<file path="src/logic/sd_bus_pkg.sv">
/*
  system bus and length widths, fixed by the SD host register map.
  length counts bytes; only whole 32-bit words are moved.
*/
package sd_bus_pkg;

   //////////////////////////////
   // bus widths
   //////////////////////////////
   localparam int ADDR_W = 64;  // system address
   localparam int DATA_W = 32;  // one RAM / FIFO word
   localparam int LEN_W  = 16;  // byte length register

   // address step per word
   localparam int unsigned WORD_BYTES = DATA_W / 8;

   //////////////////////////////
   // vector types
   //////////////////////////////
   typedef logic [ADDR_W-1:0] addr_t;
   typedef logic [DATA_W-1:0] data_t;
   typedef logic [LEN_W-1:0]  len_t;

endpackage

</file>
<file path="src/logic/sd_dma_pkg.sv">
/*
  transfer engine encodings.
  states are one-hot; direction matches the single-bit register field.
*/
package sd_dma_pkg;

   //////////////////////////////
   // transfer states
   //////////////////////////////
   typedef enum logic [4:0] {
      IDLE       = 5'b00001,  // tfc high, waiting for start
      FIFO_RAM   = 5'b00010,  // card data out to system RAM
      RAM_FIFO   = 5'b00100,  // system RAM in to card FIFO
      WAIT_READ  = 5'b01000,  // fifo empty while writing RAM
      WAIT_WRITE = 5'b10000   // hold register stuck on a full fifo
   } xfer_state_e;

   //////////////////////////////
   // transfer direction
   //////////////////////////////
   // value follows the direction bit of the host register
   typedef enum logic {
      DIR_TO_RAM  = 1'b0,
      DIR_TO_FIFO = 1'b1
   } xfer_dir_e;

endpackage

</file>
<file path="src/logic/dma_ifs.sv">
/*
  internal buses of the transfer engine.
  dma_cnt_if: load is a one-cycle pulse, a step with last high ends the count.
  dma_fifo_if: push while full and pop while empty are not allowed.
*/

// counter control between FSM and address generator
interface dma_cnt_if import sd_bus_pkg::*; ();
   logic  load;     // latch start address and word count
   logic  step;     // one word moved
   addr_t address;  // current word address
   logic  last;     // exactly one word left

   modport fsm     (output load, output step, input last);
   modport counter (input load, input step, output address, output last);
   // read-only view of the running address
   modport path    (input address, input last);
endinterface

// engine side of the data fifo
interface dma_fifo_if import sd_bus_pkg::*; ();
   logic  push;
   data_t wdata;
   logic  pop;
   data_t rdata;  // head word, fall-through
   logic  full;
   logic  empty;

   modport fifo (input push, input wdata, input pop,
                 output rdata, output full, output empty);
   modport fsm  (output pop, input full, input empty);
   modport path (output push, output wdata, input full);
endinterface

</file>
<file path="src/logic/data_fifo.sv">
/*
  synchronous first-word-fall-through fifo.
  FIFO_DEPTH must be a power of two, at least 2.
  push while full and pop while empty are dropped.
*/
module data_fifo
   import sd_bus_pkg::*;
#(
   parameter int FIFO_DEPTH = 8
) (
   input  logic      CLK,
   input  logic      rst,
   dma_fifo_if.fifo  fifo,
   input  logic      card_pop,
   output data_t     card_rdata
);

   localparam int PTR_W = $clog2(FIFO_DEPTH);
   localparam int CNT_W = PTR_W + 1;

   data_t            mem [FIFO_DEPTH];
   logic [PTR_W-1:0] wr_ptr_q;
   logic [PTR_W-1:0] rd_ptr_q;
   logic [CNT_W-1:0] count_q;  // occupancy
   logic             do_push;
   logic             do_pop;

   assign fifo.full  = (count_q == CNT_W'(FIFO_DEPTH));
   assign fifo.empty = (count_q == '0);

   // engine pops in the to-RAM direction, card pops in the other
   assign do_push = fifo.push && !fifo.full;
   assign do_pop  = (fifo.pop || card_pop) && !fifo.empty;

   //////////////////////////////
   // storage
   //////////////////////////////
   always_ff @(posedge CLK) begin
      if (do_push) begin
         mem[wr_ptr_q] <= fifo.wdata;
      end
   end

   // head word, visible without a pop
   assign fifo.rdata = mem[rd_ptr_q];
   assign card_rdata = mem[rd_ptr_q];

   //////////////////////////////
   // pointers and count
   //////////////////////////////
   always_ff @(posedge CLK) begin
      if (rst) begin
         wr_ptr_q <= '0;
         rd_ptr_q <= '0;
         count_q  <= '0;
      end else begin
         if (do_push) begin
            wr_ptr_q <= wr_ptr_q + PTR_W'(1);  // wraps at depth
         end
         if (do_pop) begin
            rd_ptr_q <= rd_ptr_q + PTR_W'(1);
         end
         if (do_push && !do_pop) begin
            count_q <= count_q + CNT_W'(1);
         end else if (do_pop && !do_push) begin
            count_q <= count_q - CNT_W'(1);
         end
      end
   end

endmodule

</file>
<file path="src/logic/dma_ctrl_fsm.sv">
/*
  transfer state machine. start only counts while idle (tfc high).
  read direction keeps at most one RAM read in flight; RAM read latency
  is assumed to be exactly one cycle.
*/
module dma_ctrl_fsm
   import sd_dma_pkg::*;
(
   input  logic       CLK,
   input  logic       rst,
   input  logic       start,
   input  xfer_dir_e  direction,
   input  logic       length_zero,  // no words left to issue
   output logic       tfc,
   output logic       ram_read,
   output logic       ram_write,
   dma_cnt_if.fsm     cnt,
   dma_fifo_if.fsm    fifo,
   input  logic       hold_busy,    // read path holds a word
   input  logic       hold_push     // held word goes into the fifo now
);

   xfer_state_e state_q;
   xfer_state_e state_d;
   logic        rd_inflight_q;  // read issued last cycle, data on the bus now
   logic        hold_free;
   logic        can_read;

   assign tfc = (state_q == IDLE);

   // hold register is empty or drains this cycle
   assign hold_free = !hold_busy || hold_push;
   assign can_read  = !rd_inflight_q && hold_free;

   //////////////////////////////
   // next state and strobes
   //////////////////////////////
   always_comb begin
      state_d   = state_q;
      ram_read  = 1'b0;
      ram_write = 1'b0;
      fifo.pop  = 1'b0;
      cnt.load  = 1'b0;
      cnt.step  = 1'b0;

      case (state_q)
         IDLE: begin
            if (start) begin
               cnt.load = 1'b1;
               state_d  = (direction == DIR_TO_FIFO) ? RAM_FIFO : FIFO_RAM;
            end
         end

         FIFO_RAM: begin
            if (length_zero) begin
               state_d = IDLE;  // zero length, nothing to write
            end else if (fifo.empty) begin
               state_d = WAIT_READ;
            end else begin
               ram_write = 1'b1;  // head word to RAM
               fifo.pop  = 1'b1;
               cnt.step  = 1'b1;
               if (cnt.last) begin
                  state_d = IDLE;
               end
            end
         end

         WAIT_READ: begin
            if (!fifo.empty) begin
               state_d = FIFO_RAM;
            end
         end

         RAM_FIFO: begin
            if (hold_busy && fifo.full) begin
               state_d = WAIT_WRITE;
            end else if (length_zero) begin
               // all reads issued, wait for the last word to land
               if (!rd_inflight_q) begin
                  state_d = IDLE;
               end
            end else if (can_read) begin
               ram_read = 1'b1;
               cnt.step = 1'b1;
            end
         end

         WAIT_WRITE: begin
            if (hold_push) begin
               state_d = length_zero ? IDLE : RAM_FIFO;
            end
         end

         default: begin
            state_d = IDLE;
         end
      endcase
   end

   //////////////////////////////
   // state registers
   //////////////////////////////
   always_ff @(posedge CLK) begin
      if (rst) begin
         state_q       <= IDLE;
         rd_inflight_q <= 1'b0;
      end else begin
         state_q       <= state_d;
         rd_inflight_q <= ram_read;
      end
   end

endmodule

</file>
<file path="src/logic/dma_read_path.sv">
/*
  one-entry hold register between RAM read data and the fifo.
  expects data_from_ram valid the cycle after ram_read.
  in the to-RAM direction the card side owns the fifo write port.
*/
module dma_read_path
   import sd_bus_pkg::*;
(
   input  logic      CLK,
   input  logic      rst,
   input  logic      ram_read,
   input  data_t     data_from_ram,
   output logic      hold_busy,
   output logic      hold_push,
   dma_fifo_if.path  fifo,
   input  logic      card_push,
   input  data_t     card_wdata,
   input  logic      dir_to_fifo
);

   logic  rd_pending_q;  // RAM data valid this cycle
   logic  hold_valid_q;
   data_t hold_data_q;

   assign hold_busy = hold_valid_q;
   assign hold_push = hold_valid_q && !fifo.full;

   //////////////////////////////
   // hold register
   //////////////////////////////
   always_ff @(posedge CLK) begin
      if (rst) begin
         rd_pending_q <= 1'b0;
         hold_valid_q <= 1'b0;
      end else begin
         rd_pending_q <= ram_read;
         if (rd_pending_q) begin
            hold_valid_q <= 1'b1;
         end else if (hold_push) begin
            hold_valid_q <= 1'b0;  // word now in the fifo
         end
      end
   end

   always_ff @(posedge CLK) begin
      if (rd_pending_q) begin
         hold_data_q <= data_from_ram;
      end
   end

   // single writer: hold register or card port
   assign fifo.push  = dir_to_fifo ? hold_push : (card_push && !fifo.full);
   assign fifo.wdata = dir_to_fifo ? hold_data_q : card_wdata;

endmodule

</file>
<file path="src/logic/dma_word_counter.sv">
/*
  address generator and remaining-word counter.
  the low two bits of length are dropped; the address wraps at 2**64.
*/
module dma_word_counter
   import sd_bus_pkg::*;
(
   input  logic       CLK,
   input  logic       rst,
   input  addr_t      address_init,
   input  len_t       length,
   output logic       length_zero,
   dma_cnt_if.counter cnt
);

   localparam int WORD_CNT_W = LEN_W - 2;  // bytes to words

   addr_t                 addr_q;
   logic [WORD_CNT_W-1:0] words_q;  // words still to move

   //////////////////////////////
   // counters
   //////////////////////////////
   always_ff @(posedge CLK) begin
      if (rst) begin
         addr_q  <= '0;
         words_q <= '0;
      end else if (cnt.load) begin
         addr_q  <= address_init;
         words_q <= length[LEN_W-1:2];
      end else if (cnt.step) begin
         addr_q  <= addr_q + addr_t'(WORD_BYTES);
         words_q <= words_q - WORD_CNT_W'(1);
      end
   end

   assign cnt.address = addr_q;
   assign cnt.last    = (words_q == WORD_CNT_W'(1));

   // zero right after loading an empty transfer, or once the count ran out
   assign length_zero = (words_q == '0);

endmodule

</file>
<file path="src/logic/sd_dma_top.sv">
/*
  SD host data-transfer engine top level.
  RAM is external with one-cycle read latency; the card side is the fifo.
  direction must stay stable while tfc is low.
*/
module sd_dma_top
   import sd_bus_pkg::*;
   import sd_dma_pkg::*;
#(
   parameter int FIFO_DEPTH = 8
) (
   input  logic      CLK,
   input  logic      rst,
   // control
   input  logic      start,
   input  xfer_dir_e direction,
   input  addr_t     address_init,
   input  len_t      length,
   output logic      tfc,
   // system RAM
   output logic      ram_read,
   output logic      ram_write,
   output addr_t     ram_address,
   output data_t     data_to_ram,
   input  data_t     data_from_ram,
   // card side of the fifo
   input  logic      card_push,
   input  data_t     card_wdata,
   input  logic      card_pop,
   output data_t     card_rdata,
   output logic      fifo_full,
   output logic      fifo_empty
);

   logic length_zero;
   logic hold_busy;
   logic hold_push;
   logic dir_to_fifo;

   dma_cnt_if  cnt_bus ();
   dma_fifo_if fifo_bus ();

   assign dir_to_fifo = (direction == DIR_TO_FIFO);

   dma_ctrl_fsm u_fsm (
      .CLK         (CLK),
      .rst         (rst),
      .start       (start),
      .direction   (direction),
      .length_zero (length_zero),
      .tfc         (tfc),
      .ram_read    (ram_read),
      .ram_write   (ram_write),
      .cnt         (cnt_bus.fsm),
      .fifo        (fifo_bus.fsm),
      .hold_busy   (hold_busy),
      .hold_push   (hold_push)
   );

   dma_word_counter u_counter (
      .CLK          (CLK),
      .rst          (rst),
      .address_init (address_init),
      .length       (length),
      .length_zero  (length_zero),
      .cnt          (cnt_bus.counter)
   );

   dma_read_path u_read_path (
      .CLK           (CLK),
      .rst           (rst),
      .ram_read      (ram_read),
      .data_from_ram (data_from_ram),
      .hold_busy     (hold_busy),
      .hold_push     (hold_push),
      .fifo          (fifo_bus.path),
      .card_push     (card_push),
      .card_wdata    (card_wdata),
      .dir_to_fifo   (dir_to_fifo)
   );

   data_fifo #(
      .FIFO_DEPTH (FIFO_DEPTH)
   ) u_fifo (
      .CLK        (CLK),
      .rst        (rst),
      .fifo       (fifo_bus.fifo),
      .card_pop   (card_pop),
      .card_rdata (card_rdata)
   );

   assign ram_address = cnt_bus.address;
   assign data_to_ram = fifo_bus.rdata;  // fifo head goes out with ram_write
   assign fifo_full   = fifo_bus.full;
   assign fifo_empty  = fifo_bus.empty;

endmodule

</file>
<file path="config.mk">
export PLATFORM = sky130hd
export DESIGN_NAME = sd_dma_top
export DESIGN_NICKNAME = d
export VERILOG_FILES = /design/src/logic/sd_bus_pkg.sv /design/src/logic/sd_dma_pkg.sv /design/src/logic/dma_ifs.sv /design/src/logic/data_fifo.sv /design/src/logic/dma_ctrl_fsm.sv /design/src/logic/dma_read_path.sv /design/src/logic/dma_word_counter.sv /design/src/logic/sd_dma_top.sv
export SDC_FILE = /design/constraint.sdc
export NUM_CORES = 1
export LEC_CHECK = 0
export ABC_AREA = 0
export BUFFER_PORTS_ARGS = -buffer_cell sky130_fd_sc_hd__buf_2
export CORE_UTILIZATION = 51
export DETAILED_ROUTE_END_ITERATION = 12
export PLACE_DENSITY = 0.76
export SYNTH_ARGS = -nofsm -noshare
export SYNTH_HDL_FRONTEND = slang
export SYNTH_SLANG_ARGS = --single-unit
</file>
<file path="constraint.sdc">
create_clock -name CLK -period 4.07 [get_ports CLK]
set_clock_uncertainty 0.1 [all_clocks]
set_input_delay 0.6105 -clock CLK [delete_from_list [all_inputs] [get_ports CLK]]
set_output_delay 0.6105 -clock CLK [all_outputs]
set_load 0.005 [all_outputs]
</file>
Yosys cells after proc, flatten, opt, wreduce, memory -nomap -nowiden. Memory sizes are Yosys's and may differ from the RTL's. A register that Yosys moved wholly into a read port is not among the register bits. Index checks and enable logic that the tools add are counted.

Register bits: 127. RAM bits: 256. Bits of input ports: 150. Output and inout bits: 133. Word-level logic and storage cells: 87. Memories kept: 1.

$add $sub $neg: 6. Eq/ne operators: 13. Multiplexer cells: 36. Reduce and logical (&&, ||, !) cells: 22.

Memory list: u_fifo.mem (depth 8, bits a word 32, rd ports 1, clocked after memory_dff 1, write ports 1, line data_fifo.sv:21) `data_t mem [FIFO_DEPTH];`.

Operators by type and width (count): $mux 64 (2); $add 64x3->64 const B (1); $mux 5 (9); $mux 32 (1); $mux 14 (2); $pmux 5 s5 (1); $eq 14x1->1 const B (1); $logic_not 14->1 (1); $mux 1 (14); $sub 14x1->14 const B (1); $mux 3 (4); $logic_and 1x1->1 (8); $mux 4 (2); $add 3x1->3 const B (2); $logic_not 1->1 (6); $reduce_and 6->1 (1); $reduce_bool 2->1 (3); $eq 5x1->1 const B (1); $eq 5x2->1 const B (1); $eq 5x3->1 const B (1); $eq 5x4->1 const B (1); $eq 5x5->1 const B (1); $add 4x1->4 const B (1); $eq 4x4->1 const B (1); 9 further kinds (11).

Logic depth before layout (Yosys ltp).
Word-level depth: 11. Gate-level depth with buffers: 13. Mapped depth without buffers: 13.

By module. From an unflattened synthesis, not the netlist that was laid out.

Cells, all modules: 1163. Area, all modules: 17066.4 sq um.

Modules (own cells, without submodules): data_fifo (times used 1, cells each 475, area each 10649.0 sq um, seq. area each 7947.6 sq um); dma_word_counter (times used 1, cells each 546, area each 4322.9 sq um, seq. area each 1561.5 sq um); dma_read_path (times used 1, cells each 76, area each 1576.5 sq um, seq. area each 1001.0 sq um); dma_ctrl_fsm (times used 1, cells each 66, area each 518.0 sq um, seq. area each 120.1 sq um).

Least setup slack after synthesis. Ideal clock, no wire load.

Path type: input-to-reg. Start point: input direction. End point: memory u_fifo.mem[4][0] (netlist bit) (enable). Library setup time: 0.461 ns. Data arrival time: 3.618 ns. Required time: 3.509 ns. Path slack: -0.109 ns. Stages: 5. Path buffers: 1. Cell sequence: clkbuf_1 mux2i_1 nor2_1 nand2_1 nor3_1.

Longest elaborated chain between the ends: 4.

RTL lines: start, declared (line sd_dma_top.sv:16) `input xfer_dir_e direction,`; $mux 1 (line dma_read_path.sv:52) `assign fifo.push = dir_to_fifo ? hold_push : (card_push && !fifo.full);`; $logic_and 1x1->1 (line data_fifo.sv:32) `assign do_push = fifo.push && !fifo.full;`; via u_fifo.do_push (line data_fifo.sv:25) `logic do_push;`; $mux 1 (line data_fifo.sv:39) `if (do_push) begin`; $mux 1 (implied by the code) (line data_fifo.sv:40) `mem[wr_ptr_q] <= fifo.wdata;`; end, declared (line data_fifo.sv:21).

The timed path passes the listed nets, and every way through them passes these cells.

Worst setup path after layout.
Start point: register u_counter.words_q[8]. End point: register u_fifo.count_q[3].

Longest elaborated chain between the ends: 8. Elaborated cells between the ends (all ways): 10. Classes of those cells: 3 x mux; 7 x reduce/logical.

RTL lines: start, declared (line dma_word_counter.sv:19) `logic [WORD_CNT_W-1:0] words_q;`; start signal, assigned (line dma_word_counter.sv:30) `words_q <= length[LEN_W-1:2];`; start signal, assigned (line dma_word_counter.sv:33) `words_q <= words_q - WORD_CNT_W'(1);`; $logic_not 14->1 (*) (line dma_word_counter.sv:41) `assign length_zero = (words_q == '0);`; $mux 1 (*) (line dma_ctrl_fsm.sv:55) `if (length_zero) begin`; $mux 1 (*) (line dma_ctrl_fsm.sv:46) `case (state_q)`; $logic_or 1x1->1 (*) (line data_fifo.sv:33) `assign do_pop = (fifo.pop || card_pop) && !fifo.empty;`; $logic_and 1x1->1 (*) (line data_fifo.sv:33); $logic_not 1->1 (line data_fifo.sv:63) `if (do_push && !do_pop) begin`; $logic_and 1x1->1 (line data_fifo.sv:63); $mux 4 or $reduce_bool 2->1 (tied branches); end signal, assigned (line data_fifo.sv:64) `count_q <= count_q + CNT_W'(1);`; end signal, assigned (line data_fifo.sv:66) `count_q <= count_q - CNT_W'(1);`; end, declared (line data_fifo.sv:24) `logic [CNT_W-1:0] count_q;`.

Every way passes the cells marked *; elsewhere a longest branch is shown, timed or not. A chain may end at the register's enable or synchronous reset.

==> impl_results.md <==
- Ys Warns: 0
- Ant diodes: 0
- Kind of start point of the critical path: flop
- Net count of the mapped netlist: 1316
- Area enclosed by the die boundary: 33400 um^2
- Number of enable flip-flop cells after synthesis: 288
- Post-Synthesis Mean Instance Area: 14.4 um^2
- Post-Place Cells: 1805
- Number of violations reported at the end of detailed-routing iteration 0: 762
- Worst endpoint data arrival time: 3.94 ns
- Achievable Freq: 0.278 GHz
- Fin cells: 1879
- Cell at the root of the clock tree: sky130_fd_sc_hd__clkbuf_16
- Starting density of the core: 52.3%
- Most common cell after layout, fill and taps aside: sky130_fd_sc_hd__edfxtp_1
- Filler Cell Count: 2422
- Type of the most critical hold path: primary input to flop
- Layout cell share with drive strength beyond 1: 36.2%
- Mapped cell area: 16700 um^2
- Share of the clock period used by the worst path after layout: 88.5%
- Reported leakage power: 6.92 nW
- Synthesized instance count: 1157
- Clock tree from TritonCTS: built
- Number of top-level design ports: 283
- Highest fanout seen on the critical path: 6
- Number of gates resized after CTS: 0
- Buffers on Ports: 280
- Post-CTS Setup Repair Bufs: 0
- Clk Latency, worst-skew pair: 0.53 ns
- Clock transition time at the flip-flop clock pins of the worst setup and hold paths: 0.06 ns
- Portion of the post-synthesis area used by sequential elements: 63.7%
- Run status: finished clean
- Wire length per cell: 20.8 um
- Summed negative setup slack over all endpoints: 0 ns
- Clock sink count: 386
- Number of routed nets with antenna violations: 0
- Number of buffers on the longest clock path: 3
- Slew at the pin with the worst max-slew slack: 1.06 ns
- Growth of design area from synthesis to finish: 18.7%
- Internal reg-to-reg setup slack: 0.47 ns
- Storage cell area: 10600 um^2
- Post-detail-place hpwl: 24600 um
- Gr usage total: 23.6%
- Placer's final routability congestion estimate: 0.931
- Pin count of the biggest net entering global routing: 53
- Worst Path Class, Setup: flop to flop
- Max-slew violation total from the final report: 0
- Via count of the first global-routing pass: 10951
- Final worst path period need: 3.60 ns
- Quantity of hold-fixing buffers added after cts: 0
- Std-Cell Core Area: 31900 um^2
- Count of standard-cell rows: 65
- Hold violation count in the final report: 0
- Nets: 1572
- Number of flip-flops and latches in the synthesized netlist: 386
- Worst endpoint required time: 4.41 ns
- Final wirelength: 39100 um
- Die Span X: 183 um
- Number of buffers added by the clock tree synthesis step: 41
- Residual DRC count: 0
- Initial antenna violation count: 2
- Unrepaired setup endpoints after global routing: no
- Total vias in the final route: 10961
- Maximum resistive drop on vdd: 388 uV
- Overflow left after global routing: 0
- Clock H-tree levels: 2
- Via density per instance: 5.83
- Highest-count cells in the layout ignoring fill and taps: sky130_fd_sc_hd__edfxtp_1, sky130_fd_sc_hd__buf_2, sky130_fd_sc_hd__nor2_1, sky130_fd_sc_hd__dfxtp_1, sky130_fd_sc_hd__mux2_2
- CP endpoint kind: flop
- Number of distinct library cells after synthesis: 57
- Max-cap check violation count: 0
- Proportion of synthesized flip-flops having asynchronous set or reset: 0%
- Global-route wire length before repair: 60500 um
- DIE HEIGHT: 183 um
- Setup violators final: 0
- Normalized max-slew margin: 28.9%
- Primary FF master, synth: sky130_fd_sc_hd__edfxtp_1
- Area of the multi-input gates: 5600 um^2
- First-pass iteration count of the detailed router: 5
- Pwr dens: 557 nW/um^2
-- through the flow --
step | setup slack, ns | hold slack [ns] | area [um^2] | power, mW | utilization [%]
6_report | 0.470 | 0.148 | 19800 | 11.0 | 62.1
5_1_grt | 0.0836 | 0.126 | 19800 | 11.5 | 62.1
4_1_cts | 0.351 | 0.127 | 19800 | 11.1 | 62.0
3_5_place_dp | 0.374 | 0.346 | 18500 | 7.43 | 57.9
3_3_place_gp | 0.463 | 0.341 | 18500 | 7.37 | 57.9
2_1_floorplan | 0.746 | 0.353 | 16700 | 6.68 | -
-- critical path, cell delays in order, from the launching register on --
cell	delay (ns)
sky130_fd_sc_hd__dfxtp_1	0.34
sky130_fd_sc_hd__nor4_1	0.48
sky130_fd_sc_hd__nand4_1	0.34
sky130_fd_sc_hd__and3_1	0.31
sky130_fd_sc_hd__o21ai_0	0.41
sky130_fd_sc_hd__ha_1	0.27
sky130_fd_sc_hd__inv_1	0.09
sky130_fd_sc_hd__ha_1	0.28
sky130_fd_sc_hd__a21o_1	0.17
sky130_fd_sc_hd__a21oi_1	0.17
sky130_fd_sc_hd__xnor2_1	0.09
sky130_fd_sc_hd__or3_1	0.31
sky130_fd_sc_hd__a21oi_1	0.15
-- sequential cells by signal, summed over array words and instances, names as in the netlist, named ones only --
signal                    count
u_read_path.rd_pending_q      1
u_read_path.hold_data_q      32
u_counter.cnt.address        64
u_fifo.count_q                4
u_fifo.rd_ptr_q               3
u_fifo.mem                  256
u_read_path.hold_busy         1
u_fsm.state_q                 5
u_counter.words_q            14
u_fifo.wr_ptr_q               3
-- cell families after synthesis --
kind of cell	after synthesis	share of synthesized area, %
flip-flops	386	63.7
AO/OA/AOI/OAI	126	5.64
multiplexers	133	13.3
buffers and inverters	105	3.15
XOR/XNOR	65	3.42
AND/OR/NAND/NOR	333	10.1
adder cells (fa/ha/maj)	9	0.721
-- synthesized netlist by cell type (6+ instances only) --
| cell | count | area share (%) |
|---|---|---|
| sky130_fd_sc_hd__a211oi_1 | 57 | 2.6 |
| sky130_fd_sc_hd__a21oi_1 | 18 | 0.54 |
| sky130_fd_sc_hd__and2_1 | 9 | 0.34 |
| sky130_fd_sc_hd__and3_1 | 15 | 0.56 |
| sky130_fd_sc_hd__and4_1 | 9 | 0.47 |
| sky130_fd_sc_hd__buf_1 | 8 | 0.18 |
| sky130_fd_sc_hd__buf_4 | 32 | 1.4 |
| sky130_fd_sc_hd__clkbuf_1 | 50 | 1.1 |
| sky130_fd_sc_hd__dfxtp_1 | 98 | 12 |
| sky130_fd_sc_hd__edfxtp_1 | 288 | 52 |
| sky130_fd_sc_hd__ha_1 | 8 | 0.60 |
| sky130_fd_sc_hd__inv_1 | 12 | 0.27 |
| sky130_fd_sc_hd__mux2_2 | 65 | 4.4 |
| sky130_fd_sc_hd__mux4_2 | 64 | 8.7 |
| sky130_fd_sc_hd__nand2_1 | 45 | 1.0 |
| sky130_fd_sc_hd__nand3_1 | 34 | 1.0 |
| sky130_fd_sc_hd__nand4_1 | 33 | 1.2 |
| sky130_fd_sc_hd__nor2_1 | 110 | 2.5 |
| sky130_fd_sc_hd__nor3_1 | 25 | 0.75 |
| sky130_fd_sc_hd__nor4_1 | 20 | 0.75 |
| sky130_fd_sc_hd__o211ai_1 | 6 | 0.27 |
| sky130_fd_sc_hd__o21ai_0 | 12 | 0.36 |
| sky130_fd_sc_hd__or3_1 | 10 | 0.38 |
| sky130_fd_sc_hd__xnor2_1 | 26 | 1.4 |
| sky130_fd_sc_hd__xor2_1 | 39 | 2.1 |
-- cell type report --
type                            instances  share of cell area, %
Inverter                               12                  0.228
Tap cell                              435                   2.75
Multi-Input combinational cell        666                   28.3
Sequential cell                       386                   53.7
Clock buffer                           50                   5.46
Timing Repair Buffer                  306                   8.32
Clock inverter                         24                   1.25
-- report_power, final --
group	total [mW]	leakage [nW]	internal, mW	switching (mW)
sequential	4.82	3.41	4.50	0.314
clock	3.66	0.644	2.15	1.51
combinational	2.55	2.87	1.29	1.25
-- final timing paths --
check                                                           start                               endpoint  cells past startpoint
worst max-delay path                u_counter.words_q[8]$_SDFFE_PP0P_         u_fifo.count_q[3]$_SDFFE_PP0P_                     12
worst max register to register      u_counter.words_q[8]$_SDFFE_PP0P_         u_fifo.count_q[3]$_SDFFE_PP0P_                     12
worst min-delay path                                 data_from_ram[3]   u_read_path.hold_data_q[3]$_DFFE_PP_                      1
worst min register to register  u_counter.cnt.address[1]$_SDFFE_PP0P_  u_counter.cnt.address[1]$_SDFFE_PP0P_                      2
-- metal layers --
layer	routed length, um	vias to the layer above	GRT usage, %
li1	-	4994	-
met1	15900	5410	30.1
met2	19500	488	41.0
met3	2870	65	4.79
met4	816	4	6.18
met5	27	-	0
Power figures use the tool's default switching activity.
